$ cat config.mk
export PLATFORM = sky130hd
export DESIGN_NAME = ready_table
export DESIGN_NICKNAME = d
export VERILOG_FILES = /design/src/hw/issue_pkg.sv /design/src/hw/ready_table.sv
export SDC_FILE = /design/constraint.sdc
export NUM_CORES = 1
export LEC_CHECK = 0
export BUFFER_PORTS_ARGS = -buffer_cell sky130_fd_sc_hd__buf_4
export CAP_MARGIN = 20
export CORE_MARGIN = 5
export CORE_UTILIZATION = 48
export CTS_BUF_LIST = sky130_fd_sc_hd__clkbuf_4 sky130_fd_sc_hd__clkbuf_8 sky130_fd_sc_hd__clkbuf_16
export DETAILED_ROUTE_END_ITERATION = 6
export PLACE_DENSITY = 0.68
export RECOVER_POWER = 25
export REMOVE_ABC_BUFFERS = 1
export SETUP_SLACK_MARGIN = 0.4
export SYNTH_ARGS = -nofsm -noshare
export SYNTH_HDL_FRONTEND = slang
export SYNTH_SLANG_ARGS = --single-unit
$ cat constraint.sdc
create_clock -name clock -period 4.2 [get_ports clock]
set_input_delay 0.84 -clock clock [delete_from_list [all_inputs] [get_ports clock]]
set_output_delay 0.84 -clock clock [all_outputs]
set_load 0.02 [all_outputs]
$ cat src/hw/issue_pkg.sv
package issue_pkg;

  localparam int NUM_WAYS     = 2;             // Dispatch width
  localparam int NUM_SLOTS    = 4;             // Station slots, units and lanes
  localparam int NUM_PR       = 32;
  localparam int NUM_ROB      = 16;
  localparam int XLEN         = 32;
  localparam int NUM_RD_PORTS = 2 * NUM_SLOTS; // Two operands per slot

  localparam int TAG_W  = $clog2(NUM_PR);
  localparam int ROB_W  = $clog2(NUM_ROB);
  localparam int SLOT_W = $clog2(NUM_SLOTS);

  typedef logic [TAG_W-1:0] tag_t;
  typedef logic [ROB_W-1:0] rob_idx_t;
  typedef logic [XLEN-1:0]  word_t;

  // Hardwired zero register, never busy
  localparam tag_t ZERO_PR = '0;

  typedef enum logic {
    FU_ALU,
    FU_MULT
  } fu_kind_e;

  typedef enum logic [2:0] {
    OP_ADD,
    OP_SUB,
    OP_AND,
    OP_OR,
    OP_XOR,
    OP_ADDI,
    OP_MUL          // Multiplier slots only
  } alu_op_e;

  typedef struct packed {
    tag_t tag;
    logic ready;
  } src_t;

  typedef struct packed {
    logic     busy;
    alu_op_e  op;
    src_t     src1;
    src_t     src2;
    word_t    imm;
    tag_t     dest;
    rob_idx_t rob;
  } rs_entry_t;

  // Way w owns slots w and w + NUM_WAYS
  localparam fu_kind_e SLOT_KIND [NUM_SLOTS] = '{FU_ALU, FU_ALU, FU_MULT, FU_MULT};

endpackage
$ cat src/hw/ready_table.sv
`timescale 1ns/1ps

module ready_table (
  input  logic                                          clock,
  input  logic                                          reset,
  input  logic            [issue_pkg::NUM_WAYS-1:0]     way_valid,
  input  issue_pkg::tag_t [issue_pkg::NUM_WAYS-1:0]     way_src1,
  input  issue_pkg::tag_t [issue_pkg::NUM_WAYS-1:0]     way_src2,
  input  issue_pkg::tag_t [issue_pkg::NUM_WAYS-1:0]     way_dest,
  input  logic                                          dispatch_en,
  input  logic            [issue_pkg::NUM_SLOTS-1:0]    lane_valid,
  input  issue_pkg::tag_t [issue_pkg::NUM_SLOTS-1:0]    lane_tag,
  output logic            [issue_pkg::NUM_WAYS-1:0]     src1_ready,
  output logic            [issue_pkg::NUM_WAYS-1:0]     src2_ready
);
  import issue_pkg::*;

  logic [NUM_PR-1:0] ready_q;

  // Readiness of a source seen by way w at dispatch
  function automatic logic lookup(tag_t tag, int w);
    logic hit;
    hit = ready_q[tag];
    for (int k = 0; k < NUM_SLOTS; k++) begin
      if (lane_valid[k] && lane_tag[k] == tag) begin
        hit = 1'b1;                                 // Completion bypass
      end
    end
    for (int v = 0; v < w; v++) begin
      if (way_valid[v] && way_dest[v] == tag && tag != ZERO_PR) begin
        hit = 1'b0;                                 // Producer in same bundle
      end
    end
    return hit;
  endfunction

  always_comb begin
    for (int w = 0; w < NUM_WAYS; w++) begin
      src1_ready[w] = lookup(way_src1[w], w);
      src2_ready[w] = lookup(way_src2[w], w);
    end
  end

  always_ff @(posedge clock) begin
    if (reset) begin
      ready_q <= '1;                                // Everything ready out of reset
    end else begin
      for (int k = 0; k < NUM_SLOTS; k++) begin
        if (lane_valid[k]) begin
          ready_q[lane_tag[k]] <= 1'b1;
        end
      end
      for (int w = 0; w < NUM_WAYS; w++) begin
        if (dispatch_en && way_valid[w] && way_dest[w] != ZERO_PR) begin
          ready_q[way_dest[w]] <= 1'b0;             // New destination is busy
        end
      end
    end
  end

endmodule

==> results.py <==
metrics = {
    "outcome": {
        "status": "finished, final reports clean",
    },
    "drt": {
        "wl_met3_um": 2985,
        "vias_per_cell": 7.449,
        "drc_errors": 0,
        "drt-met1-wl_um": 6992,
        "wl_um": 19420,
        "via_count": 5043,
        "drt.antenna.violating_nets": 0,
        "wl_per_cell_um": 28.69,
        "first_iter_violations": 776,
        "top_layer_used": "met4",
        "dr_wl_met2_um": 8038,
        "dr.pass1.iters": 5,
    },
    "finish": {
        "largest_reg_flops": 32,
        "nets": 606,
        "syn_to_final_growth_pct": 10.56,
        "drive_above_1_share_pct": 18.43,
        "final_cell_mix": "xor2_1 (70), buf_4 (62), o22ai_1 (54)",
        "top_register": "ready_q",
        "design_area_um2": 5109,
        "top_regs": "ready_q x32",
        "layout_commonest_cell": "xor2_1",
        "antenna-diode-count": 0,
    },
    "timing": {
        "setup_violations": 0,
        "hold_viol": 0,
        "finalClockSkew_ns": 0,
        "setup_tns_ns": 0,
        "tightest_slew_ns": 0.7619,
        "fmax_ghz": 0.2905,
        "min_period_over_period_pct": 81.97,
        "slew_headroom_pct": 49.02,
        "finalMaxSlewViolations": 0,
        "layout_min_cycle_time_ns": 3.443,
        "rsz0062_at_grt": "no",
    },
    "worst_setup_path": {
        "worst_ep_arrival_time_ns": 2.60,
        "reg2reg_slack_ns": 3.17,
        "critPathCaptureType": "primary output",
        "crit_type": "primary input to primary output",
        "path_max_fanout": 12,
        "cp_data_required_time_ns": 3.36,
        "start_kind": "primary input",
    },
    "logic_synthesis": {
        "synthArstFlopShare_pct": 0,
        "ys_seq_elements": 32,
        "syn_area_um2": 4621,
        "synth_warnings": 0,
        "synth-seq-area-share_pct": 13.86,
        "syn_area_per_cell_um2": 8.557,
        "syn_inst": 540,
        "synth_edf_count": 0,
        "ys_types": 41,
        "dominantRegCellSynth": "dfxtp_1",
    },
    "hold_path": {
        "worstHoldPathType": "register to register",
    },
    "grt": {
        "grt_pass1_vias": 4832,
        "grt_max_degree": 33,
        "grt_pass1_wl_um": 28850,
        "grt_use_total_pct": 32.87,
        "antenna_found_initial": 0,
        "grt-ovfl-total": 0,
    },
    "floorplanning": {
        "core_area_um2": 9328,
        "io_pins": 63,
        "row_count": 35,
        "dieArea_um2": 11690,
        "floorplan.initialDensity_pct": 49.54,
        "fp.dieW_um": 108.1,
        "die_h_um": 108.1,
    },
    "place": {
        "io_buffers": 62,
        "place_congestion": 1.111,
        "place_area_um2": 4990,
        "hpwl_um": 13480,
    },
    "power": {
        "irDropWorstVdd_v": 0.0001396,
        "power.density_cell_area_nw_per_um2": 196.3,
        "power.total_uw": 1003,
        "p_leak_uw": 0.001807,
    },
    "clocking": {
        "cts_resized": 0,
        "numCtsBuffers": 5,
        "cts_tree": "built",
        "clockBufferDepth": 2,
        "clk_pin_slew_ns": 0.07,
        "post_cts_buffers": 0,
        "clockRootBuffer": "clkbuf_8",
        "cts_hold_buf": 0,
        "insertion_delay_ns": 0.29,
        "htreeDepth": 2,
        "cts_sinks": 32,
    },
    "flow_run": {
        "maxCapViolCount": 0,
    },
}
[power breakdown]
group          leakage, uW  switching, uW  internal [uW]
clock network    0.0000645            119            209
logic              0.00148            214            142
registers         0.000260           10.5            308
total              0.00181            344            659
[per-layer routing]
layer / up-vias / global-route usage, %
met5: - / 0
met4: 0 / 18.85
met3: 124 / 8.597
met2: 482 / 49.38
met1: 2302 / 42.68
li1: 2135 / -
[critical path: stages]
cell	delay, ns
buf_4	0.20
mux4_1	0.58
mux4_2	0.47
mux2i_1	0.15
nand4_1	0.16
buf_4	0.19
[Yosys cell counts, drive strengths merged, types with 3 or more instances]
master	instances	share of area, %
nand3	14	1.5
or3	3	0.41
nor2	27	2.2
nand4b	3	0.57
buf	18	1.9
o22ai	54	7.3
nand2	18	1.5
a31oi	8	1.1
clkbuf	46	4.0
mux2i	8	1.7
mux4	34	18
nor3b	8	1.3
or3b	9	1.7
o41ai	3	0.57
mux2	4	0.97
and3b	5	0.95
a211oi	4	0.65
a22o	22	4.2
o21bai	30	4.9
nor3	27	2.9
a22oi	6	0.97
nand4	4	0.54
xor2	70	13
dfxtp	32	14
o221ai	7	1.3
xnor2	18	3.4
and3	10	1.4
nor4	17	2.3
nand3b	16	2.6
o21ai	4	0.43
a2111oi	3	0.57
[cell families after synthesis]
| logic type | synth area share, % |
|---|---|
| and+or+nand+nor | 20.23 |
| buffers and inverters | 5.903 |
| xor gates and xnor gates | 16.68 |
| AOI/OAI and AO/OA | 22.75 |
| muxes | 20.58 |
| DFF | 13.86 |
[worst paths after layout]
check	start	end	cells past startpoint
setup reg to reg	ready_q[12]$_SDFF_PP1_	ready_q[12]$_SDFF_PP1_	2
hold / removal	ready_q[7]$_SDFF_PP1_	ready_q[7]$_SDFF_PP1_	2
hold reg to reg	ready_q[7]$_SDFF_PP1_	ready_q[7]$_SDFF_PP1_	2
setup / recovery	way_src2[0]	src2_ready[0]	6
[stage by stage]
stage | utilization [%] | std cells | hold WS [ns] | setup slack (ns)
6_report | 54.77 | 677 | 0.6492 | 0.7571
5_1_grt | 54.77 | 677 | 0.6508 | 0.7193
4_1_cts | 54.85 | 677 | 0.6284 | 0.7694
3_5_place_dp | 53.49 | 669 | 0.6208 | 0.7696
3_3_place_gp | 53.49 | 669 | 0.6079 | 0.8003
2_1_floorplan | - | 476 | 0.4860 | 1.175
[final cells by class]
cell class                      count  area [um2]
Timing Repair Buffer               64       473.0
Multi-Input combinational cell    444        3707
Clock buffer                        7       96.34
Clock inverter                      1       30.03
Sequential cell                    32       640.6
Fill cell                         848        4219
Tap cell                          129       161.4
Power figures use the tool's default switching activity.
