===== src/hw/issue_pkg.sv =====
package issue_pkg;

  localparam int NUM_WAYS     = 2;             // Dispatch width
  localparam int NUM_SLOTS    = 4;             // Station slots, units and lanes
  localparam int NUM_PR       = 32;
  localparam int NUM_ROB      = 16;
  localparam int XLEN         = 32;
  localparam int NUM_RD_PORTS = 2 * NUM_SLOTS; // Two operands per slot

  localparam int TAG_W  = $clog2(NUM_PR);
  localparam int ROB_W  = $clog2(NUM_ROB);
  localparam int SLOT_W = $clog2(NUM_SLOTS);

  typedef logic [TAG_W-1:0] tag_t;
  typedef logic [ROB_W-1:0] rob_idx_t;
  typedef logic [XLEN-1:0]  word_t;

  // Hardwired zero register, never busy
  localparam tag_t ZERO_PR = '0;

  typedef enum logic {
    FU_ALU,
    FU_MULT
  } fu_kind_e;

  typedef enum logic [2:0] {
    OP_ADD,
    OP_SUB,
    OP_AND,
    OP_OR,
    OP_XOR,
    OP_ADDI,
    OP_MUL          // Multiplier slots only
  } alu_op_e;

  typedef struct packed {
    tag_t tag;
    logic ready;
  } src_t;

  typedef struct packed {
    logic     busy;
    alu_op_e  op;
    src_t     src1;
    src_t     src2;
    word_t    imm;
    tag_t     dest;
    rob_idx_t rob;
  } rs_entry_t;

  // Way w owns slots w and w + NUM_WAYS
  localparam fu_kind_e SLOT_KIND [NUM_SLOTS] = '{FU_ALU, FU_ALU, FU_MULT, FU_MULT};

endpackage

===== src/hw/reservation_station.sv =====
`timescale 1ns/1ps

module reservation_station (
  input  logic                                           clock,
  input  logic                                           reset,
  input  logic                                           dispatch_en,
  input  logic               [issue_pkg::NUM_WAYS-1:0]   way_valid,
  input  issue_pkg::fu_kind_e [issue_pkg::NUM_WAYS-1:0]  way_kind,
  input  issue_pkg::alu_op_e [issue_pkg::NUM_WAYS-1:0]   way_op,
  input  issue_pkg::tag_t    [issue_pkg::NUM_WAYS-1:0]   way_src1,
  input  issue_pkg::tag_t    [issue_pkg::NUM_WAYS-1:0]   way_src2,
  input  logic               [issue_pkg::NUM_WAYS-1:0]   src1_ready,
  input  logic               [issue_pkg::NUM_WAYS-1:0]   src2_ready,
  input  issue_pkg::word_t   [issue_pkg::NUM_WAYS-1:0]   way_imm,
  input  issue_pkg::tag_t    [issue_pkg::NUM_WAYS-1:0]   way_dest,
  input  issue_pkg::rob_idx_t [issue_pkg::NUM_WAYS-1:0]  way_rob,
  input  logic               [issue_pkg::NUM_SLOTS-1:0]  lane_valid,
  input  issue_pkg::tag_t    [issue_pkg::NUM_SLOTS-1:0]  lane_tag,
  input  logic                                           rollback_en,
  input  issue_pkg::rob_idx_t                            rollback_rob,
  input  issue_pkg::rob_idx_t                            rollback_span,
  output logic                                           dispatch_ready,
  output logic               [issue_pkg::NUM_SLOTS-1:0]  issue_valid,
  output issue_pkg::alu_op_e [issue_pkg::NUM_SLOTS-1:0]  issue_op,
  output issue_pkg::tag_t    [issue_pkg::NUM_SLOTS-1:0]  issue_src1,
  output issue_pkg::tag_t    [issue_pkg::NUM_SLOTS-1:0]  issue_src2,
  output issue_pkg::word_t   [issue_pkg::NUM_SLOTS-1:0]  issue_imm,
  output issue_pkg::tag_t    [issue_pkg::NUM_SLOTS-1:0]  issue_dest,
  output issue_pkg::rob_idx_t [issue_pkg::NUM_SLOTS-1:0] issue_rob
);
  import issue_pkg::*;

  rs_entry_t                       slot_q [NUM_SLOTS];
  rs_entry_t                       slot_d [NUM_SLOTS];
  logic [NUM_WAYS-1:0]             alloc_hit;
  logic [NUM_WAYS-1:0][SLOT_W-1:0] alloc_idx;
  logic [NUM_SLOTS-1:0]            slot_ready;
  logic [NUM_SLOTS-1:0]            slot_squash;
  rob_idx_t                        rob_dist [NUM_SLOTS];

  // Sets the ready bit when a lane broadcasts the tag
  function automatic logic wake(src_t src);
    logic hit;
    hit = src.ready;
    for (int k = 0; k < NUM_SLOTS; k++) begin
      if (lane_valid[k] && lane_tag[k] != ZERO_PR && lane_tag[k] == src.tag) begin
        hit = 1'b1;
      end
    end
    return hit;
  endfunction

  // Each way scans only its own slots, lowest first
  always_comb begin
    for (int w = 0; w < NUM_WAYS; w++) begin
      alloc_hit[w] = 1'b0;
      alloc_idx[w] = '0;
      for (int j = w; j < NUM_SLOTS; j += NUM_WAYS) begin
        if (!alloc_hit[w] && !slot_q[j].busy && SLOT_KIND[j] == way_kind[w]) begin
          alloc_hit[w] = 1'b1;
          alloc_idx[w] = SLOT_W'(j);
        end
      end
    end
  end

  assign dispatch_ready = &(~way_valid | alloc_hit);

  always_comb begin
    for (int j = 0; j < NUM_SLOTS; j++) begin
      slot_ready[j]  = slot_q[j].busy && slot_q[j].src1.ready && slot_q[j].src2.ready;
      rob_dist[j]    = slot_q[j].rob - rollback_rob;       // Age relative to the rollback point
      slot_squash[j] = rollback_en && rob_dist[j] != '0 && rob_dist[j] <= rollback_span;
      issue_valid[j] = slot_ready[j];                      // Still issues during rollback
      issue_op[j]    = slot_q[j].op;
      issue_src1[j]  = slot_q[j].src1.tag;
      issue_src2[j]  = slot_q[j].src2.tag;
      issue_imm[j]   = slot_q[j].imm;
      issue_dest[j]  = slot_q[j].dest;
      issue_rob[j]   = slot_q[j].rob;
    end
  end

  always_comb begin
    slot_d = slot_q;
    for (int j = 0; j < NUM_SLOTS; j++) begin
      slot_d[j].src1.ready = wake(slot_q[j].src1);
      slot_d[j].src2.ready = wake(slot_q[j].src2);
      if (slot_ready[j] || slot_squash[j]) begin
        slot_d[j].busy = 1'b0;                             // Issued or squashed
      end
    end
    for (int w = 0; w < NUM_WAYS; w++) begin
      if (dispatch_en && way_valid[w] && alloc_hit[w]) begin
        slot_d[alloc_idx[w]] = '{
          busy: 1'b1,
          op:   way_op[w],
          src1: '{tag: way_src1[w], ready: src1_ready[w]},
          src2: '{tag: way_src2[w], ready: src2_ready[w] || way_op[w] == OP_ADDI},
          imm:  way_imm[w],
          dest: way_dest[w],
          rob:  way_rob[w]
        };
      end
    end
  end

  always_ff @(posedge clock) begin
    if (reset) begin
      for (int j = 0; j < NUM_SLOTS; j++) begin
        slot_q[j].busy <= 1'b0;
      end
    end else begin
      slot_q <= slot_d;
    end
  end

endmodule


===== config.mk =====
export PLATFORM = sky130hd
export DESIGN_NAME = reservation_station
export DESIGN_NICKNAME = d
export VERILOG_FILES = /design/src/hw/issue_pkg.sv /design/src/hw/reservation_station.sv
export SDC_FILE = /design/constraint.sdc
export NUM_CORES = 1
export LEC_CHECK = 0
export BUFFER_PORTS_ARGS = -buffer_cell sky130_fd_sc_hd__buf_4
export CAP_MARGIN = 20
export CORE_MARGIN = 10
export CORE_UTILIZATION = 54
export CTS_BUF_LIST = sky130_fd_sc_hd__clkbuf_16
export CTS_CLUSTER_SIZE = 8
export DETAILED_ROUTE_END_ITERATION = 12
export PLACE_DENSITY = 0.82
export SYNTH_ARGS = -nofsm -noshare
export SYNTH_HDL_FRONTEND = slang
export SYNTH_SLANG_ARGS = --single-unit

===== constraint.sdc =====
create_clock -name clock -period 4.9 [get_ports clock]
set_clock_uncertainty 0.2 [all_clocks]
set_input_delay 1.225 -clock clock [delete_from_list [all_inputs] [get_ports clock]]
set_output_delay 1.225 -clock clock [all_outputs]
set_load 0.03 [all_outputs]

==> metrics.md <==
| Metric | Value |
|---|---|
| Status | complete, no violations |
| Initial antenna violation count | 0 |
| Worst-case clock buffer depth | 3 |
| Final Critical Period | 3.54 ns |
| Cts hold-fix bufs | 0 |
| PwrDens | 329 nW/um2 |
| Input/output buffers | between 300 and 400 |
| Clock net sink count | 228 |
| Post-synth top area share | 0.489 |
| Initial core utilization | 0.548 |
| Die X | between 150 and 200 um |
| DR iter-0 viols | 810 |
| Layout cells sized above 1 | 0.355 |
| Via density | 5.38 |
| Maximum VDD drop | ~0.28 mV |
| Dominant synthesized flop cell | edfxtp_1 |
| Mapped Cells | 1,249 |
| Die H | 180 um |
| Vias in the first global route | approximately 9,400 |
| # Post-CTS Setup Buffers | 0 |
| Die area | 32,300 um2 |
| Number of synthesized flops with an enable pin | between 200 and 250 |
| DP Worst Slack | 1.01 ns |
| # fillers | between 1,500 and 2,000 |
| Final non-filler cell area | 16,000 um2 |
| Placed instance area | ~15,000 um2 |
| CTS tree | built |
| Sum of negative setup slack | 0 ns |
| ANT cells | 0 |
| Final Hold Fails | 0 |
| Clock slew at reported path FFs | about 0.05 ns |
| Maxcap violations | 0 |
| Critical Path Sink Type | primary output |
| Overall Global Routing Usage | 0.221 |
| Seq/Total Area, Yosys | 0.495 |
| Pwr Total | 5.27 mW |
| Final wirelength | between 30 and 40 mm |
| Crit-path max FO | 5 |
| CP required | 3.47 ns |
| Fmax | 0.283 GHz |
| Setup CP Type | input pin to primary output |
| CTS H-tree lvls | 2 |
| Synth area leaders | edfxtp_1 49%, buf_4 12%, xnor2_1 5.9% |
| RePlAce Congestion | 0.857 |
| ANT nets after route | 0 |
| Via count | 9,203 |
| Worst Path Arrival | 2.11 ns |
| Setup violators final | 0 |
| Final cycle utilization of the critical path | 0.722 |
| Clk_lat worst skew | 0.50 ns |
| Seq cells post-synth | about 230 |
| Final worst slack | 1.36 ns |
| Max Slew Vio Count | 0 |
| Top post-synthesis cells by count | 224 x edfxtp_1, 219 x buf_4, 165 x nand2_1, 106 x and2_1, 93 x xnor2_1 |
| First-pass GRT wire length | 56.9 mm |
| Largest net degree at the start of global routing | 74 |
| RSZ-0062 raised after global routing | false |
| Num ports | 373 |
| Syn avg cell area | 11.0 um2 |
| CP startpoint kind | input pin |
| Area of the mapped netlist | 13,800 um2 |
| Clock root buffer | clkbuf_16 |
| Worst-margin pin slew | about 0.8 ns |
| Post-CTS sizing | 0 |
| Asr flop ratio synth | 0 |
| Syn_nets | ~1,400 |
| Core Box Area | 25,100 um2 |
| FP Rows | 58 |
| Worst slew margin | 0.452 |
| Worst hold margin | 0.347 ns |
| LEAKAGE | 6.62 nW |
| DP HPWL | 27.3 mm |
| Most frequent cell after synthesis | edfxtp_1 |
| Hold Path Class | flop to flop |
| YS warnings | 0 |
| Fin nets | 1,555 |
| Synth cell types | 43 |
| DR DRC count | 0 |
| Total grt overflow | 0 |
| Total clock buffers created by CTS | 34 |
| WL/cell | 21.8 um |
| Cell taking the most area after synthesis | edfxtp_1 |
| DRT Pass-1 Iters | 5 |
| Area grow syn2layout | 16.4% |
[worst paths after layout]
path	start	end	slack, ns	depth (start not counted)
max	way_kind[1]	dispatch_ready	1.36	4
min	issue_imm[6]	issue_imm[6]	0.35	2
max reg2reg	issue_rob[8]	slot_q[113]	2.12	11
min reg2reg	issue_imm[6]	issue_imm[6]	0.35	2
[critical path: stages]
cell	delay (ns)
buf_4	0.11
mux2_2	0.37
a22oi_1	0.21
buf_4	0.19
[kinds of logic (layout without fill, tap and decap cells)]
family / after synthesis / in the layout / share of synthesized area
and+or+nand+nor: 399 / 399 / 0.147
buffers and inverters: 317 / 448 / 0.150
DFF: 228 / 228 / 0.495
xor gates and xnor gates: 168 / 168 / 0.107
muxes: 55 / 55 / 0.0450
AOI/OAI and AO/OA: 50 / 50 / 0.0252
adders and majority gates: 32 / 32 / 0.0313
[power by group]
| part | internal (mW) | leakage [nW] | switching (mW) |
|---|---|---|---|
| Clock | 1.23 | 0.476 | 0.797 |
| Sequential | 2.26 | 2.17 | 0.0869 |
| Combinational | 0.382 | 3.98 | 0.509 |
[state kept, by name, indices dropped and copies added (netlist names)]
register / count
issue_imm: 128
issue_dest: 20
issue_src1: 20
issue_src2: 20
issue_rob: 16
issue_op: 12
slot_q: 12
[layer usage]
layer | track usage | wire [um] | vias up
li1 | - | - | 4243
met1 | 0.272 | 14900 | 4480
met2 | 0.364 | 18000 | 426
met3 | 0.0753 | 3640 | 54
met4 | 0.0569 | 731 | 0
met5 | 0 | 0 | -
[through the flow]
step | instances | utilization
floorplan | 1249 | -
global placement | 1664 | 0.601
detailed placement | 1665 | 0.602
CTS | 1710 | 0.638
global route | 1710 | 0.638
finish | 1710 | 0.638
[layout make-up]
| cell class | instances | area [um2] | share of cell area |
|---|---|---|---|
| clock buffer | 34 | 851 | 0.0531 |
| clock inverter | 11 | 65.1 | 0.00406 |
| inverter | 23 | 88.8 | 0.00554 |
| multi-input combinational | 704 | 4920 | 0.307 |
| sequential | 228 | 6810 | 0.425 |
| tap | 330 | 413 | 0.0258 |
| timing repair buffer | 380 | 2880 | 0.180 |
[layout by cell type, fill, tap and decap left out, types with 3 or more instances in the layout]
cell / instances
buf_4: 378
edfxtp_1: 224
nand2_1: 165
and2_1: 106
xnor2_1: 93
xor2_1: 75
mux2_2: 55
clkbuf_16: 34
nand3_1: 31
inv_1: 29
nor4_1: 29
ha_1: 28
nor2_1: 17
a21oi_1: 13
o21ai_0: 12
nor3_1: 11
a31oi_1: 9
and3_1: 8
nor2b_1: 8
or4_4: 4
o21ai_4: 4
nor3b_1: 4
fa_1: 4
dfxtp_1: 4
or4_1: 3
o32ai_1: 3
No activity file was read; power rests on OpenSTA's default activity.
