**src/hw/issue_pkg.sv**
```systemverilog
package issue_pkg;

  localparam int NUM_WAYS     = 2;             // Dispatch width
  localparam int NUM_SLOTS    = 4;             // Station slots, units and lanes
  localparam int NUM_PR       = 32;
  localparam int NUM_ROB      = 16;
  localparam int XLEN         = 32;
  localparam int NUM_RD_PORTS = 2 * NUM_SLOTS; // Two operands per slot

  localparam int TAG_W  = $clog2(NUM_PR);
  localparam int ROB_W  = $clog2(NUM_ROB);
  localparam int SLOT_W = $clog2(NUM_SLOTS);

  typedef logic [TAG_W-1:0] tag_t;
  typedef logic [ROB_W-1:0] rob_idx_t;
  typedef logic [XLEN-1:0]  word_t;

  // Hardwired zero register, never busy
  localparam tag_t ZERO_PR = '0;

  typedef enum logic {
    FU_ALU,
    FU_MULT
  } fu_kind_e;

  typedef enum logic [2:0] {
    OP_ADD,
    OP_SUB,
    OP_AND,
    OP_OR,
    OP_XOR,
    OP_ADDI,
    OP_MUL          // Multiplier slots only
  } alu_op_e;

  typedef struct packed {
    tag_t tag;
    logic ready;
  } src_t;

  typedef struct packed {
    logic     busy;
    alu_op_e  op;
    src_t     src1;
    src_t     src2;
    word_t    imm;
    tag_t     dest;
    rob_idx_t rob;
  } rs_entry_t;

  // Way w owns slots w and w + NUM_WAYS
  localparam fu_kind_e SLOT_KIND [NUM_SLOTS] = '{FU_ALU, FU_ALU, FU_MULT, FU_MULT};

endpackage
```
**src/hw/mult_unit.sv**
```systemverilog
`timescale 1ns/1ps

module mult_unit (
  input  logic                clock,
  input  logic                reset,
  input  logic                issue_valid,
  input  issue_pkg::alu_op_e  issue_op,
  input  issue_pkg::word_t    opa,
  input  issue_pkg::word_t    opb,
  input  issue_pkg::tag_t     issue_dest,
  input  issue_pkg::rob_idx_t issue_rob,
  output logic                lane_valid,
  output issue_pkg::tag_t     lane_tag,
  output issue_pkg::word_t    lane_value,
  output issue_pkg::rob_idx_t lane_rob
);
  import issue_pkg::*;

  logic     s1_valid;
  word_t    s1_prod_lo;                 // opa times low half of opb
  word_t    s1_prod_hi;                 // opa times high half of opb
  tag_t     s1_dest;
  rob_idx_t s1_rob;

  always_ff @(posedge clock) begin
    if (reset) begin
      s1_valid   <= 1'b0;
      lane_valid <= 1'b0;
    end else begin
      s1_valid   <= issue_valid && issue_op == OP_MUL;
      lane_valid <= s1_valid;
    end
  end

  always_ff @(posedge clock) begin
    s1_prod_lo <= opa * opb[XLEN/2-1:0];
    s1_prod_hi <= opa * opb[XLEN-1:XLEN/2];
    s1_dest    <= issue_dest;
    s1_rob     <= issue_rob;
    lane_value <= s1_prod_lo + (s1_prod_hi << (XLEN / 2));  // Low word of the product
    lane_tag   <= s1_dest;
    lane_rob   <= s1_rob;
  end

endmodule

```
**config.mk**
```make
export PLATFORM = sky130hd
export DESIGN_NAME = mult_unit
export DESIGN_NICKNAME = d
export VERILOG_FILES = /design/src/hw/issue_pkg.sv /design/src/hw/mult_unit.sv
export SDC_FILE = /design/constraint.sdc
export NUM_CORES = 1
export LEC_CHECK = 0
export BUFFER_PORTS_ARGS = -buffer_cell sky130_fd_sc_hd__buf_2
export CAP_MARGIN = 20
export CORE_MARGIN = 2
export CORE_UTILIZATION = 60
export CTS_BUF_LIST = sky130_fd_sc_hd__clkbuf_8
export CTS_CLUSTER_DIAMETER = 150
export CTS_CLUSTER_SIZE = 20
export DETAILED_ROUTE_END_ITERATION = 10
export PLACE_DENSITY = 0.91
export SLEW_MARGIN = 25
export SYNTH_ARGS = -nofsm -noshare
export SYNTH_HDL_FRONTEND = slang
export SYNTH_SLANG_ARGS = --single-unit
```
**constraint.sdc**
```tcl
create_clock -name clock -period 18.3 [get_ports clock]
set_input_delay 0.915 -clock clock [delete_from_list [all_inputs] [get_ports clock]]
set_output_delay 0.915 -clock clock [all_outputs]
set_load 0.03 [all_outputs]
```
==> key figures, run 1 <==
GRT
  • GRT Resource Usage Total: 0.287
  • Vias in the first global route: 14900
  • Initial antenna violation count: 0
  • Gr ovfl total: 0
  • Largest net degree at the start of global routing: 33
  • First-pass GRT wire length: 71100 um

Finish
  • # nets final: 2650
  • Share of cells above drive strength 1: 0.0718
  • N_diodes: 0
  • Area growth syn-to-layout: 5.34%
  • Design area: 19100 um^2

Logic synthesis
  • Synth top area cells: fa_1, dfxtp_1, inv_1, ha_1, and2_1
  • Number of register bits inferred by synthesis: 100
  • Mean area per synthesized cell: 9.01 um^2
  • Syn nets: 2605
  • Sequential fraction of the synthesis area: 0.110
  • Post-Synthesis Cell Area: 18100 um^2
  • Yosys top cell area share: 0.425
  • Synth Flop Type: dfxtp_1
  • EDFF count, synth: 0
  • Synth Instances: 2012
  • Post-synthesis cell type count: 53
  • Async set-reset flop share out of synthesis: 0
  • Yosys top cell by area: fa_1
  • Yosys synthesis warning count: 0

Min path
  • Hold Crit Class: flop to flop

Critical path
  • CP endpoint kind: flop
  • Worst Path Buf+Inv: 4
  • CP delay by family, top: adder cells
  • Max incr delay on CP: 0.59 ns
  • Setup CP Type: input port to flop
  • Worst EP required: 18.52 ns
  • Slowest cell on crit path: fa_1
  • Critical path arrival: 6.78 ns
  • Cell mode on critical path: fa_1
  • CP Max Fanout: 25
  • Crit path cell chain: buf_2 -> nand2_1 -> fa_1 -> inv_1 -> fa_1 -> fa_1 -> fa_1 -> fa_1 -> inv_1 -> fa_1 -> inv_1 -> ha_1 -> and2_1 -> nand3_1 -> or3_1 -> o211ai_2 -> a221o_2 -> nand4b_2 -> a31oi_1 -> xnor2_1
  • Worst setup SP type: input port

Clocking
  • Clock tree buffer depth: 2
  • CTS tree: done
  • CTS Hold Bufs: 0
  • Worst-path clk slew: 0.08 ns
  • Post-CTS Resized: 0
  • CTS buffer count: 9
  • Setup bufs post-CTS: 0
  • Worst-skew pair later-pin latency: 0.36 ns
  • Clock sink count: 100
  • Clock root buffer: clkbuf_8
  • H-tree depth: 3

Run status
  • Status: completed

Job
  • Max-Cap Viols: 0

Placement
  • Post-Place Cell Area: 18900 um^2
  • Routability cong.: 0.933
  • I/O Buffers: 120
  • DP HPWL: 33900 um

Floorplan
  • Die area: 31600 um^2
  • Die W: 178 um
  • Core area: 29700 um^2
  • Die Y: 178 um
  • Initial Utilization: 0.610
  • Io pins: 121
  • Site Rows: 63

STA
  • RSZ-0062 raised after global routing: false
  • Setup TNS: 0 ns
  • Final hold vios: 0
  • Max transition margin: 0.520
  • Minimum clock period: 6.56 ns
  • # setup viols final: 0
  • Worst Hold Margin: 0.332 ns
  • Clock Skew: 0.0114 ns
  • Worst slew pin tran: 0.720 ns
  • FMAX: 152 MHz
  • Fin crit share: 0.358
  • Max-slew violations: 0

Route
  • Routed vias: 13600
  • Drc violations: 0
  • Post-route ant nets: 0
  • Via density: 5.54
  • Initial DRC count: 1051
  • DR WL/cell: 17.6 um
  • Pre-antenna DRT Iters: 5
  • Final WL: 43200 um
area by class of cell:
class | count | area, um^2
multi-input combinational | 1363 | 14100
sequential | 100 | 2000
timing repair buffer | 120 | 601
tap | 390 | 488
clock inverter | 6 | 65.1
inverter | 463 | 1740
clock buffer | 10 | 138
fill | 2199 | 10600
per-layer routing:
| layer | up-vias | global-route usage | wire, um |
|---|---|---|---|
| met4 | 0 | 0.121 | 1720 |
| met3 | 168 | 0.0578 | 4740 |
| met1 | 6678 | 0.355 | 15800 |
| li1 | 5912 | - | - |
| met5 | - | 0 | 0 |
| met2 | 828 | 0.490 | 20900 |
sequential cells by signal (all words and copies together), names as in the netlist:
| register | flops |
|---|---|
| s1_valid | 1 |
| lane_valid | 1 |
| lane_tag | 5 |
| s1_prod_lo | 32 |
| lane_value | 32 |
| s1_dest | 5 |
| s1_prod_hi | 16 |
| s1_rob | 4 |
| lane_rob | 4 |
through the flow:
step                      instances  worst slack [ns]  utilization
final                          2452             11.74        0.642
after global routing           2452             11.50        0.642
after detailed placement       2436             11.44        0.636
after floorplan                2012             11.92            -
after CTS                      2452             11.82        0.642
after global placement         2436             11.66        0.636
cells in the final DEF, fill, tap and decap left out, types with 3 or more instances in the layout:
cell type  instances
a211oi_1           4
a21o_1            14
a21oi_1           33
a31oi_1            3
and2_1           212
and3_1             4
buf_2            120
clkbuf_8          10
clkinv_4           3
dfxtp_1          100
fa_1             385
ha_1             129
inv_1            464
nand2_1          339
nand2b_1           9
nand3_1            5
nand3b_1           3
nor2_1            27
nor2b_1           10
nor3_1             6
o21a_1            13
o21ai_0           18
o22ai_1            3
or3_1              5
xnor2_1           78
xor2_1            27
synth_stat cells (all sizes together) (2+ instances only):
cell     instances
xor2            27
nand3b           3
and3             4
nand2          339
nor3             6
xnor2           78
nand2b           9
ha             129
o21bai           2
nor2b           10
or2              2
a21o            14
inv            463
nand3            5
a211oi           4
dfxtp          100
o21ai           19
a31oi            3
nor2            27
o311ai           3
o22ai            4
nor3b            2
clkbuf          86
a21oi           34
and2           214
o211ai           3
or3              5
nand4b           2
a2111oi          2
o31ai            2
fa             385
o21a            13
worst paths after layout:
check	start	depth (start not counted)	slack [ns]	end
worst min register to register	s1_dest[2]$_DFF_P_	0	0.33	lane_tag[2]$_DFF_P_
worst max register to register	s1_prod_lo[16]$_DFF_P_	10	15.80	lane_value[30]$_DFF_P_
worst min-delay path	s1_dest[2]$_DFF_P_	0	0.33	lane_tag[2]$_DFF_P_
worst max-delay path	opb[7]	20	11.74	s1_prod_lo[31]$_DFF_P_
cell families after synthesis:
| family | count (synthesis) | synth area share |
|---|---|---|
| buffers and inverters | 549 | 0.114 |
| AO/OA/AOI/OAI | 110 | 0.0414 |
| XOR/XNOR | 105 | 0.0507 |
| adder cells (fa/ha/maj) | 514 | 0.514 |
| flip-flops | 100 | 0.110 |
| AND/OR/NAND/NOR | 634 | 0.169 |
Power of run 1 is not shown: default switching activity piles up to over one toggle a cycle in this logic, so the estimate is an artifact.
==> run 2, diff against run 1 <==
==> constraint.sdc (replaced) <==
create_clock -name clock -period 6.7 [get_ports clock]
set_input_delay 0.335 -clock clock [delete_from_list [all_inputs] [get_ports clock]]
set_output_delay 0.335 -clock clock [all_outputs]
set_load 0.03 [all_outputs]
==> key figures, run 2 (synthesized netlist as in run 1, its figures left out) <==
Floorplan
  • Core area: 29700 um^2 (unchanged)
  • Die W: 178 um (unchanged)
  • Site Rows: 63 (unchanged)
  • Io pins: 121 (unchanged)
  • Initial Utilization: 0.610 (unchanged)
  • Die Y: 178 um (unchanged)
  • Die area: 31600 um^2 (unchanged)

Finish
  • N_diodes: 0 (unchanged)
  • FF/Latch Area: 2000 um^2 (unchanged)
  • Multi-input gate area: 14100 um^2 (unchanged)
  • Leading cell type in the layout, fill and taps excluded: inv_1
  • Share of cells above drive strength 1: 0.0758 (+0.00407)
  • # nets final: 2658 (+0.30%)
  • Commonest non-fill, non-tap cells in the layout: inv_1, fa_1, nand2_1
  • Largest regs: lane_value (32), s1_prod_lo (32), s1_prod_hi (16)
  • Final std cells w/o fill: 2460 (+0.33%)
  • Area growth syn-to-layout: 5.61%
  • Fillcell total: 2235 (+1.6%)

Clocking
  • CTS tree: done
  • Worst-skew pair later-pin latency: 0.36 ns (about the same)
  • Clock tree buffer depth: 2 (unchanged)
  • Post-CTS Resized: 0 (unchanged)
  • H-tree depth: 3 (unchanged)
  • Clock root buffer: clkbuf_8
  • CTS buffer count: 9 (unchanged)
  • Clock sink count: 100 (unchanged)
  • CTS Hold Bufs: 0 (unchanged)
  • Worst-path clk slew: 0.10 ns (+0.02 ns)
  • Setup bufs post-CTS: 0 (unchanged)

STA
  • Max-slew violations: 0 (unchanged)
  • FMAX: 169 MHz
  • Final worst setup slack: 0.784 ns (-10.96 ns)
  • Final hold vios: 0 (unchanged)
  • Worst slew pin tran: 0.682 ns (-0.0379 ns)
  • Worst Hold Margin: 0.0585 ns (-0.273 ns)
  • Max transition margin: 0.542 (+0.0220)
  • Clock Skew: 0.0103 ns (-0.00110 ns)
  • RSZ-0062 raised after global routing: false
  • Fin crit share: 0.883
  • Setup TNS: 0 ns (unchanged)
  • Minimum clock period: 5.92 ns
  • # setup viols final: 0 (unchanged)

Critical path
  • Critical path arrival: 6.16 ns (-0.62 ns)
  • Worst EP required: 6.95 ns (-11.57 ns)
  • Setup CP Type: input port to flop
  • CP Max Fanout: 31 (+24%)
  • CP endpoint kind: flop
  • Worst setup SP type: input port

Route
  • Via density: 5.47 (-1.2%)
  • Final WL: 43100 um (-0.14%)
  • Drc violations: 0 (unchanged)
  • DR WL/cell: 17.5 um (-0.47%)
  • Post-route ant nets: 0 (unchanged)
  • Pre-antenna DRT Iters: 8 (+3)
  • Initial DRC count: 1060 (+0.86%)
  • Routed vias: 13500 (-0.89%)

GRT
  • Initial antenna violation count: 0 (unchanged)
  • First-pass GRT wire length: 71400 um (+0.43%)
  • Largest net degree at the start of global routing: 33 (unchanged)
  • GRT Resource Usage Total: 0.288 (+0.000561)
  • Gr ovfl total: 0 (unchanged)
  • Vias in the first global route: 14900 (+0.52%)

Placement
  • I/O Buffers: 120 (unchanged)
  • Routability cong.: 0.966 (+3.6%)
  • Placed insts: 2444 (+0.33%)
  • DP HPWL: 34300 um (+1.2%)
  • Pre-CTS WS: 0.497 ns (-10.94 ns)

Run status
  • Status: completed

Min path
  • Hold Crit Class: input port to flop

Job
  • Max-Cap Viols: 0 (unchanged)
==> run 2: area by class of cell <==
type,instances,share of cell area
multi-input cells,1363,0.735
clock inverters,6,0.00281
flip-flops and latches,100,0.105
clock buffers,10,0.00719
inverters,463,0.0908
well taps,390,0.0255
repair buffers,128,0.0345
==> run 2: critical path, stage by stage <==
cell and delay (ns):
buf_2 0.47, nand2_1 0.16, fa_1 0.54, fa_1 0.53, fa_1 0.53, inv_1 0.07
fa_1 0.48, fa_1 0.48, inv_1 0.05, fa_1 0.47, inv_1 0.04, ha_1 0.36
and3_1 0.20, and2_2 0.16, nor4_1 0.05, a21oi_1 0.44, nand2_1 0.15, o21ai_0 0.35
o31ai_1 0.13, xnor2_1 0.13
==> run 2: path summary, 6_finish.rpt <==
path                           from                      to  slack, ns  cells after the start
max                          opb[1]  s1_prod_lo[26]$_DFF_P_       0.78                     20
min                   issue_dest[1]      s1_dest[1]$_DFF_P_       0.06                      1
max reg2reg  s1_prod_lo[16]$_DFF_P_  lane_value[30]$_DFF_P_       4.18                     10
min reg2reg   s1_prod_lo[3]$_DFF_P_   lane_value[3]$_DFF_P_       0.32                      0
==> run 2: metrics by stage <==
| step | area (um^2) | util |
|---|---|---|
| after floorplan | 18100 | - |
| after global placement | 18900 | 0.638 |
| after detailed placement | 18900 | 0.638 |
| after CTS | 19100 | 0.644 |
| after global routing | 19100 | 0.644 |
| final | 19100 | 0.644 |
==> run 2: metal layers <==
layer | routed length [um] | up-vias | part of all wire | global-route usage
met5 | 0 | - | 0 | 0
met4 | 1390 | 0 | 0.032 | 0.115
met3 | 4380 | 139 | 0.10 | 0.0422
met2 | 21200 | 805 | 0.49 | 0.493
met1 | 16200 | 6589 | 0.38 | 0.367
li1 | - | 5932 | - | -
Power of run 2 is left out for the same reason.
