===== src/hw/issue_pkg.sv =====
package issue_pkg;

  localparam int NUM_WAYS     = 2;             // Dispatch width
  localparam int NUM_SLOTS    = 4;             // Station slots, units and lanes
  localparam int NUM_PR       = 32;
  localparam int NUM_ROB      = 16;
  localparam int XLEN         = 32;
  localparam int NUM_RD_PORTS = 2 * NUM_SLOTS; // Two operands per slot

  localparam int TAG_W  = $clog2(NUM_PR);
  localparam int ROB_W  = $clog2(NUM_ROB);
  localparam int SLOT_W = $clog2(NUM_SLOTS);

  typedef logic [TAG_W-1:0] tag_t;
  typedef logic [ROB_W-1:0] rob_idx_t;
  typedef logic [XLEN-1:0]  word_t;

  // Hardwired zero register, never busy
  localparam tag_t ZERO_PR = '0;

  typedef enum logic {
    FU_ALU,
    FU_MULT
  } fu_kind_e;

  typedef enum logic [2:0] {
    OP_ADD,
    OP_SUB,
    OP_AND,
    OP_OR,
    OP_XOR,
    OP_ADDI,
    OP_MUL          // Multiplier slots only
  } alu_op_e;

  typedef struct packed {
    tag_t tag;
    logic ready;
  } src_t;

  typedef struct packed {
    logic     busy;
    alu_op_e  op;
    src_t     src1;
    src_t     src2;
    word_t    imm;
    tag_t     dest;
    rob_idx_t rob;
  } rs_entry_t;

  // Way w owns slots w and w + NUM_WAYS
  localparam fu_kind_e SLOT_KIND [NUM_SLOTS] = '{FU_ALU, FU_ALU, FU_MULT, FU_MULT};

endpackage

===== src/hw/alu_unit.sv =====
`timescale 1ns/1ps

module alu_unit (
  input  logic                clock,
  input  logic                reset,
  input  logic                issue_valid,
  input  issue_pkg::alu_op_e  issue_op,
  input  issue_pkg::word_t    opa,
  input  issue_pkg::word_t    opb,
  input  issue_pkg::word_t    imm,
  input  issue_pkg::tag_t     issue_dest,
  input  issue_pkg::rob_idx_t issue_rob,
  output logic                lane_valid,
  output issue_pkg::tag_t     lane_tag,
  output issue_pkg::word_t    lane_value,
  output issue_pkg::rob_idx_t lane_rob
);
  import issue_pkg::*;

  word_t result;

  always_comb begin
    case (issue_op)
      OP_ADD:  result = opa + opb;
      OP_SUB:  result = opa - opb;
      OP_AND:  result = opa & opb;
      OP_OR:   result = opa | opb;
      OP_XOR:  result = opa ^ opb;
      OP_ADDI: result = opa + imm;     // Second source unused
      default: result = '0;
    endcase
  end

  always_ff @(posedge clock) begin
    if (reset) begin
      lane_valid <= 1'b0;
    end else begin
      lane_valid <= issue_valid;
    end
  end

  always_ff @(posedge clock) begin
    lane_tag   <= issue_dest;
    lane_value <= result;
    lane_rob   <= issue_rob;
  end

endmodule


===== config.mk =====
export PLATFORM = sky130hd
export DESIGN_NAME = alu_unit
export DESIGN_NICKNAME = d
export VERILOG_FILES = /design/src/hw/issue_pkg.sv /design/src/hw/alu_unit.sv
export SDC_FILE = /design/constraint.sdc
export NUM_CORES = 1
export LEC_CHECK = 0
export ABC_AREA = 1
export BUFFER_PORTS_ARGS = -buffer_cell sky130_fd_sc_hd__buf_2
export CORE_MARGIN = 2
export CORE_UTILIZATION = 50
export DETAILED_ROUTE_END_ITERATION = 10
export PLACE_DENSITY_LB_ADDON = 0.3
export RECOVER_POWER = 25
export SLEW_MARGIN = 10
export SYNTH_ARGS = -nofsm -noshare
export SYNTH_HDL_FRONTEND = slang
export SYNTH_SLANG_ARGS = --single-unit

===== constraint.sdc =====
create_clock -name clock -period 2.85 [get_ports clock]
set_clock_uncertainty 0.1 [all_clocks]
set_input_delay 0.285 -clock clock [delete_from_list [all_inputs] [get_ports clock]]
set_output_delay 0.285 -clock clock [all_outputs]
set_load 0.1 [all_outputs]

==> metrics.txt, run 1 <==
PnR worst setup slack -0.0926 ns; relative slew slack between 20% and 30%; # rows 39; Setup-failing EPs final 5; Setup CP Type primary input to flip-flop; Horiz. Die Dim roughly 110 um; register area share after synthesis around 14%; Main synth FF type dfxtp_1; Final Util slightly below 80%; clock-pin slew on the worst setup and hold paths 0.06 ns; Slew Limit Fails 0; register area 841 um^2; CTS Root Cell clkbuf_16; full die area around 13000 um^2; Mapped Nets 1114; top-count cell post-synth nand2_1; CTS tree built; drt first pass iters 7; wire length per cell 17.3 um; CTS buffer count 5; antenna violations before repair 1; initial drt markers between 700 and 800; DR vias 7690; crit path max fanout 5; failing checks setup timing; Fill cells roughly 890; final hold slack 0.0353 ns; Post-synth EDFFs 0; maximum vdd drop 466 uV; DRC Markers 0; Final Cycle Share 103%; FF+latch count, synth 42; Hold Path Sink lane_valid; Power Total 3.55 mW; cell taking the most area after synthesis ha_1; CP Data Required Time roughly 2.9 ns; crit end category flip-flop; pin count of the biggest net entering global routing 33; RSZ-0062 raised after global routing yes; ANT cells 0; drt via density 5.63; mapped cell area 5850 um^2; Final Net Count approximately 1400; Distinct cells, synth 45; layout cell share with drive strength beyond 1 between 30 and 40%; Synth top area share about 22%; RePlAce Congestion 1.01; chip height 112 um; Post-Route WL 23600 um; CTS sink cnt 42; Layout area overhead 50.1%; hold_sp reset; Final HPWL DP between 15000 and 20000 um; HP Class primary input to flip-flop; multi-input logic area 4960 um^2; CTS H-Tree Depth 2; number of port buffers 152; Synth Instances 899; Synth area leaders ha_1, dfxtp_1, nand2_1, a21oi_1, inv_1; fin crit period 2.94 ns; core area 11400 um^2; FMAX approximately 340 MHz; Ys Warns 0; I/O Pins 153; worst-margin pin slew 1.16 ns; gr ovfl total 0; Longest Clk Path Bufs 2; hold violation total from the final report 0; Hold Crit Depth 2; vias in the first global route around 7000; first-pass GRT wire length 35100 um; Worst Path Arrival roughly 3.0 ns; Async S/R FF share, synth 0%; gr usage total approximately a third; Leak between 4 and 5 nW; synth cell count leaders nand2_1, inv_1, ha_1, nor2_1, a21oi_1; CP startpoint kind primary input; max cap viols 0; ANT nets after route 0; Initial Utilization 51.2%; Avg Inst Size Synth 6.50 um^2; Cell Pwr Density between 400 and 500 nW/um^2; status finished with violations
==> per-layer routing <==
layer | GRT usage, % | vias to the layer above | routed length [um]
met5 | 0 | - | 0
li1 | - | 3656 | -
met2 | 55.7 | 430 | 10600
met3 | 6.10 | 66 | 2640
met4 | 10.7 | 0 | 710
met1 | 48.9 | 3538 | 9730
==> power breakdown <==
part           switching (mW)  internal, mW  total [mW]
Clock                   0.270         0.349       0.619
Combinational            1.51         0.718        2.23
Sequential             0.0255         0.669       0.695
==> kinds of logic (layout without fill, tap and decap cells) <==
family	count (synthesis)	in the layout	share of synthesized area (%)
AND/OR/NAND/NOR	387	387	30.0
AO/OA/AOI/OAI	199	199	20.1
buffers and inverters	141	464	9.27
adder cells (fa/ha/maj)	104	104	22.4
flip-flops	42	42	14.4
XOR/XNOR	26	26	3.89
==> stage by stage <==
stage	cell area [um^2]	cells	TNS (ns)	setup WS, ns
2_1_floorplan	5850	899	0	0.0504
3_5_place_dp	7960	1339	-7.45	-0.454
6_report	8780	1365	-0.213	-0.0926
4_1_cts	8320	1361	0	0.000182
3_3_place_gp	7960	1339	-6.32	-0.433
5_1_grt	8780	1365	-2.11	-0.239
==> cell usage in the layout, fill, tap and decap left out, types with 4 or more instances in the layout <==
master / count
nor3_1: 4
nand3_1: 43
a221oi_1: 12
ha_1: 98
a21oi_1: 59
nand3b_1: 4
o21ai_2: 8
o21ai_0: 13
clkbuf_1: 6
inv_2: 8
ha_2: 4
clkbuf_16: 5
nand2_4: 5
nor3_2: 7
or2_2: 4
nand3_2: 11
buf_2: 145
o2111ai_1: 6
dlygate4sd3_1: 9
nor2_2: 23
buf_4: 172
a21o_1: 4
o21a_1: 6
o22ai_1: 25
xor2_1: 24
a21oi_2: 29
nor2_1: 78
nand4_1: 8
nand2_2: 27
inv_1: 109
nand2_1: 146
dfxtp_1: 42
o21ai_1: 21
nor2_4: 12
==> critical path, stage by stage <==
cell	delay, ns
buf_8	0.10
inv_4	0.05
ha_4	0.14
nand2_4	0.06
nor2_4	0.13
inv_4	0.07
nor2_4	0.13
nand2_2	0.09
nor2_4	0.13
buf_4	0.12
xor2_1	0.13
a21oi_1	0.09
ha_2	0.40
buf_6	0.12
nand4_1	0.14
nor2_1	0.14
nand2_1	0.12
nand2_4	0.16
nand2_1	0.09
nand3_2	0.11
nand3_2	0.09
nand3_2	0.07
nand2_1	0.05
==> worst max path at each step <==
stage	from	endpoint	slack, ns
6_report	opb[1]	lane_value[31]	-0.09
5_1_grt	opb[1]	lane_value[27]	-0.24
4_1_cts	opb[1]	lane_value[28]	0.0002
3_5_place_dp	opb[1]	lane_value[31]	-0.45
3_3_place_gp	opb[0]	lane_value[31]	-0.43
2_1_floorplan	opb[0]	lane_value[19]	0.05
==> timing repair <==
action | in CTS | in global routing
endpoints found under the setup margin | 13 | 24
hold buffers | 9 | 0
pin swaps | 15 | 51
endpoints found under the hold margin | 9 | 0
gates cloned | 0 | 0
resized for setup | 20 | 138
setup buffers | 6 | 4
==> cell type report <==
class | instances | area share (%)
clock buffers | 7 | 1.62
inverters | 120 | 5.22
clock inverters | 1 | 0.0570
well taps | 143 | 2.04
flip-flops and latches | 42 | 9.58
multi-input cells | 716 | 56.5
repair buffers | 336 | 25.0
==> sequential cells by signal (all words and copies together) (netlist names) <==
name,cells
lane_value,32
lane_valid,1
lane_tag,5
lane_rob,4
No activity file was read; power rests on OpenSTA's default activity.
==> run 2: changes to the inputs <==
--- a/config.mk
+++ b/config.mk
@@ -7,8 +7,10 @@
 export LEC_CHECK = 0
 export ABC_AREA = 1
 export BUFFER_PORTS_ARGS = -buffer_cell sky130_fd_sc_hd__buf_2
+export CELL_PAD_IN_SITES_DETAIL_PLACEMENT = 2
+export CELL_PAD_IN_SITES_GLOBAL_PLACEMENT = 2
 export CORE_MARGIN = 2
-export CORE_UTILIZATION = 50
+export CORE_UTILIZATION = 26
 export DETAILED_ROUTE_END_ITERATION = 10
 export PLACE_DENSITY_LB_ADDON = 0.3
 export RECOVER_POWER = 25
==> metrics.txt, run 2 (synthesized netlist as in run 1, its figures left out) <==
switching pwr 2.40 mW (+33%); maximum vdd drop 235 uV (-50%); Setup CP Type primary input to flip-flop; commonest non-fill, non-tap cells in the layout buf_4, buf_2, nand2_1, inv_1, ha_1; combinational fraction of design power 65.5% (+2.6 points); RSZ-0062 raised after global routing yes; initial drt markers 603 (-22%); Most Crowded Layer GR met2; clock-pin slew on the worst setup and hold paths 0.07 ns (about the same); Cell Pwr Density 440 nW/um^2 (+8.9%); CP Data Required Time 2.99 ns (+0.06 ns); full die area 23700 um^2 (+89%); Sw Ratio 52.9% (+1.9 points); Most flops, register lane_value; Final HPWL DP 27000 um (+48%); Power Total 4.53 mW (+28%); Worst Path Arrival 3.56 ns (+0.53 ns); antenna violations before repair 1 (unchanged); GR Util met3 5.64% (-0.46 points); CTS buffer count 5 (unchanged); Slew Limit Fails 0 (unchanged); chip height 154 um (+37%); Leak 5.07 nW (+11%); CTS sink cnt 42 (unchanged); DRC Markers 0 (unchanged); CTS H-Tree Depth 2 (unchanged); I/O Pins 153 (unchanged); clock share of power 18.9% (+1.4 points); relative slew slack 21.5% (-1.5 points); RePlAce Congestion 0.909 (-10%); status finished with violations; Setup-failing EPs final 25 (+20); Largest regs lane_value x32, lane_tag x5, lane_rob x4; Post-Route WL 48200 um (+100%); DP Worst Slack -0.711 ns (-0.258 ns); Horiz. Die Dim 154 um (+37%); Seq pwr share 15.6% (-4.0 points); crit path max fanout 4 (-1); drt via density 5.73 (+1.7%); core area 22000 um^2 (+92%); Initial Utilization 26.6% (-25 points); pin count of the biggest net entering global routing 33 (unchanged); DP Cell Count 1514 (+13%); crit end category flip-flop; vias in the first global route 9429 (+34%); hold violation total from the final report 0 (unchanged); drt first pass iters 5 (-2); CP startpoint kind primary input; ANT nets after route 0 (unchanged); fin crit period 3.42 ns (+0.476 ns); ANT cells 0 (unchanged); first-pass GRT wire length 56100 um (+60%); origin of the worst setup path opb[1]; CTS tree built; gr ovfl total 0 (unchanged); Internal 2.13 mW (+23%); HP Class primary input to flip-flop; Longest Clk Path Bufs 2 (unchanged); DR vias 8991 (+17%); PnR worst setup slack -0.569 ns (-0.476 ns); Final Cycle Share 120% (+17 points); # rows 54 (+38%); number of port buffers 152 (unchanged); max reg flops 32 (unchanged); worst-margin pin slew 1.18 ns (+0.0224 ns); M2 GR Usage 54.8% (-0.89 points); max cap viols 0 (unchanged); Layout area overhead 76.2%; wire length per cell 30.7 um (+77%); Non-Filler Instances 1569 (+15%); gr usage total 31.1% (-4.0 points); worst setup path endpoint lane_value[27]; layout cell share with drive strength beyond 1 51.6% (+12 points); CTS Root Cell clkbuf_16; FMAX 293 MHz (-14%); Final Util 46.9% (-30 points); failing checks setup timing; Final Net Count 1503 (+4.7%); met1 usage 37.5% (-11 points); commonest non-fill, non-tap cell in the layout buf_4
-- run 2: final cells by class --
| type | instances | area (um^2) |
|---|---|---|
| multi-input combinational | 716 | 5670 |
| fill | 2471 | 11700 |
| clock inverter | 3 | 68.8 |
| timing repair buffer | 403 | 2770 |
| sequential | 42 | 841 |
| tap | 280 | 350 |
| inverter | 120 | 479 |
| clock buffer | 5 | 125 |
-- run 2: worst max-delay path, cell delays in order --
cell and delay [ns]:
buf_12 0.12, clkinv_8 0.04, ha_4 0.15, nand2_4 0.07
nor2_4 0.14, inv_4 0.07, nor3_4 0.26, buf_6 0.15
nand3_1 0.17, xor2_1 0.21, a21oi_1 0.24, ha_4 0.28
nand2_2 0.14, inv_1 0.09, a21oi_2 0.21, buf_4 0.14
o21bai_1 0.10, nor2_1 0.23, nand2_2 0.12, nand2_1 0.09
nand2_1 0.07, o21ai_2 0.17
-- run 2: metal layers --
metal,routed length [um],part of all wire (%)
met2,23300,48
met4,2660,5.5
met3,3070,6.4
met1,19100,40
met5,0,0
-- run 2: power groups by stage --
stage	logic [mW]	clock network (mW)	registers [mW]
detailed placement	2.18	0	0.707
finish	2.97	0.856	0.706
global placement	2.11	0	0.705
CTS	2.33	0.844	0.694
floorplan	0.689	0	1.30
global route	3.06	0.869	0.710
-- run 2: repair_timing --
action	in CTS	in global routing
endpoints found under the setup margin	25	26
gates cloned	0	0
gates resized for setup	110	234
pin swaps	39	92
hold buffers	9	0
hold endpoints to repair	9	0
setup buffers	8	30
-- run 2: per-stage QoR --
stage	setup TNS [ns]	instance area [um^2]	hold WS [ns]
CTS	-0.360	9110	0.0281
detailed placement	-13.10	8420	0.289
global placement	-9.37	8420	0.287
finish	-6.74	10300	0.0147
floorplan	0	5850	0.213
global route	-8.62	10300	0.0207
-- run 2: worst min path at each step --
stage | startpoint | to | slack, ns | depth (start not counted)
floorplan | issue_rob[0] | lane_rob[0] | 0.21 | 0
detailed placement | issue_dest[1] | lane_tag[1] | 0.29 | 1
global placement | issue_rob[3] | lane_rob[3] | 0.29 | 1
CTS | reset | lane_valid | 0.03 | 2
global route | reset | lane_valid | 0.02 | 2
finish | reset | lane_valid | 0.01 | 2
==> run 3: changes to the inputs <==
--- a/config.mk
+++ b/config.mk
@@ -10,10 +10,11 @@
 export CELL_PAD_IN_SITES_DETAIL_PLACEMENT = 2
 export CELL_PAD_IN_SITES_GLOBAL_PLACEMENT = 2
 export CORE_MARGIN = 2
-export CORE_UTILIZATION = 26
+export CORE_UTILIZATION = 29
 export DETAILED_ROUTE_END_ITERATION = 10
 export PLACE_DENSITY_LB_ADDON = 0.3
 export RECOVER_POWER = 25
+export REMOVE_ABC_BUFFERS = 1
 export SLEW_MARGIN = 10
 export SYNTH_ARGS = -nofsm -noshare
 export SYNTH_HDL_FRONTEND = slang
==> constraint.sdc (replaced) <==
create_clock -name clock -period 3.9 [get_ports clock]
set_clock_uncertainty 0.1 [all_clocks]
set_input_delay 0.39 -clock clock [delete_from_list [all_inputs] [get_ports clock]]
set_output_delay 0.39 -clock clock [all_outputs]
set_load 0.1 [all_outputs]
==> metrics.txt, run 3 (synthesized netlist as in run 1, its figures left out) <==
DP Cell Count 1311 (-13%); crit-path cells buf_2 -> inv_1 -> ha_1 -> nand2_2 -> nor2_4 -> inv_2 -> nor2_4 -> nand4_1 -> nor3_2 -> xor2_1 -> a21oi_1 -> ha_1 -> a21oi_1 -> o21ai_0 -> a21oi_1 -> nand2_1 -> or2_1 -> nand3_1 -> nand3_1; Crit path max-delay family simple AND/OR/NAND/NOR gates; CTS H-Tree Depth 2 (unchanged); CP Data Required Time 3.98 ns (+0.99 ns); I/O Pins 153 (unchanged); Horiz. Die Dim 146 um (-5.2%); Final Util 36.4% (-11 points); core area 19700 um^2 (-10%); gr ovfl total 0 (unchanged); maximum vdd drop 190 uV (-19%); vias in the first global route 7459 (-21%); relative slew slack 22.5% (+0.97 points); layout cell share with drive strength beyond 1 20.0% (-32 points); number of port buffers 152 (unchanged); wire length per cell 20.2 um (-34%); CP Depth 19 (-14%); most used cell, CP a21oi_1; Post-CTS Setup Bufs 0 (-8); status finished clean; clock-pin slew on the worst setup and hold paths 0.07 ns (about the same); CP startpoint kind primary input; initial drt markers 272 (-55%); commonest non-fill, non-tap cells in the layout nand2_1, buf_2, inv_1, ha_1, nor2_1; Non-Filler Instances 1319 (-16%); Fill cells 2535 (+2.6%); setup TNS 0 ns (+6.74 ns); # rows 51 (-5.6%); Initial Utilization 29.7% (+3.1 points); fin crit period approximately 3.7 ns; first-pass GRT wire length 42200 um (-25%); Power Total 2.36 mW (-48%); HP Class primary input to flip-flop; CTS Root Cell clkbuf_16; drt via density 5.24 (-8.6%); Largest regs lane_value x32, lane_tag x5, lane_rob x4; dpl cell area 6990 um^2 (-17%); CTS tree built; Post-Route WL 26700 um (-45%); Final Net Count 1268 (-16%); commonest non-fill, non-tap cell in the layout nand2_1; PnR worst setup slack 0.233 ns (+0.802 ns); gr usage total 25.2% (-5.9 points); pin count of the biggest net entering global routing 33 (unchanged); Longest Clk Path Bufs 2 (unchanged); Hold Crit Depth 1 (-1); full die area 21300 um^2 (-10%); Setup-failing EPs final 0 (-100%); Leak 3.66 nW (-28%); final hold slack 0.0884 ns (+0.0737 ns); DRC Markers 0 (unchanged); FMAX about 270 MHz; RSZ-0062 raised after global routing no; multi-input logic area 4480 um^2 (-21%); register area 841 um^2 (unchanged); DP Worst Slack -0.00233 ns (+0.709 ns); Setup CP Type primary input to flip-flop; RePlAce Congestion 0.993 (+9.2%); Most flops, register lane_value; max reg flops 32 (unchanged); worst-margin pin slew 1.17 ns (-0.0146 ns); Worst Path Arrival 3.75 ns (+0.19 ns); ANT cells 0 (unchanged); Final HPWL DP 22200 um (-18%); Bufs and invs on worst path 3 (-3); Max stage delay cell, worst path ha_1; Layout area overhead 22.2%; Slowest Stage Delay on Critical Path 0.35 ns (+0.07 ns); ANT nets after route 0 (unchanged); crit end category flip-flop; DR vias 6906 (-23%); Slew Limit Fails 0 (unchanged); max cap viols 0 (unchanged); Cell Pwr Density 330 nW/um^2 (-25%); Final Cycle Share 94.0%; drt first pass iters 4 (-1); hold violation total from the final report 0 (unchanged); antenna violations before repair 0 (-1); CTS sink cnt 42 (unchanged); CTS buffer count 5 (unchanged); design area 7150 um^2 (-31%); crit path max fanout 5 (+1); cts hold-fix bufs 0 (-9); cts repair resizes 0 (-100%); chip height 146 um (-5.2%)
## run 3: final timing paths
path          start             end
max          opb[0]  lane_value[19]
min   issue_dest[1]     lane_tag[1]
## run 3: per-layer routing
layer	share of wire (%)	global-route usage (%)	vias to the layer above
met5	0	0	-
met4	1.8	5.68	0
met3	5.6	4.45	20
met2	46	42.2	188
met1	47	33.8	3375
li1	-	-	3323
## run 3: power by group
part	switching, mW	internal, mW	total (mW)	leakage (nW)
clock network	0.224	0.302	0.526	0.0836
registers	0.0153	0.489	0.504	0.353
logic	1.01	0.319	1.33	3.23
## run 3: final cells by class
class                      count  area share (%)
clock buffer                   5            1.75
timing repair buffer         168            12.3
multi-input combinational    716            62.7
sequential                    42            11.8
inverter                     120            6.30
tap                          265            4.64
clock inverter                 3           0.560
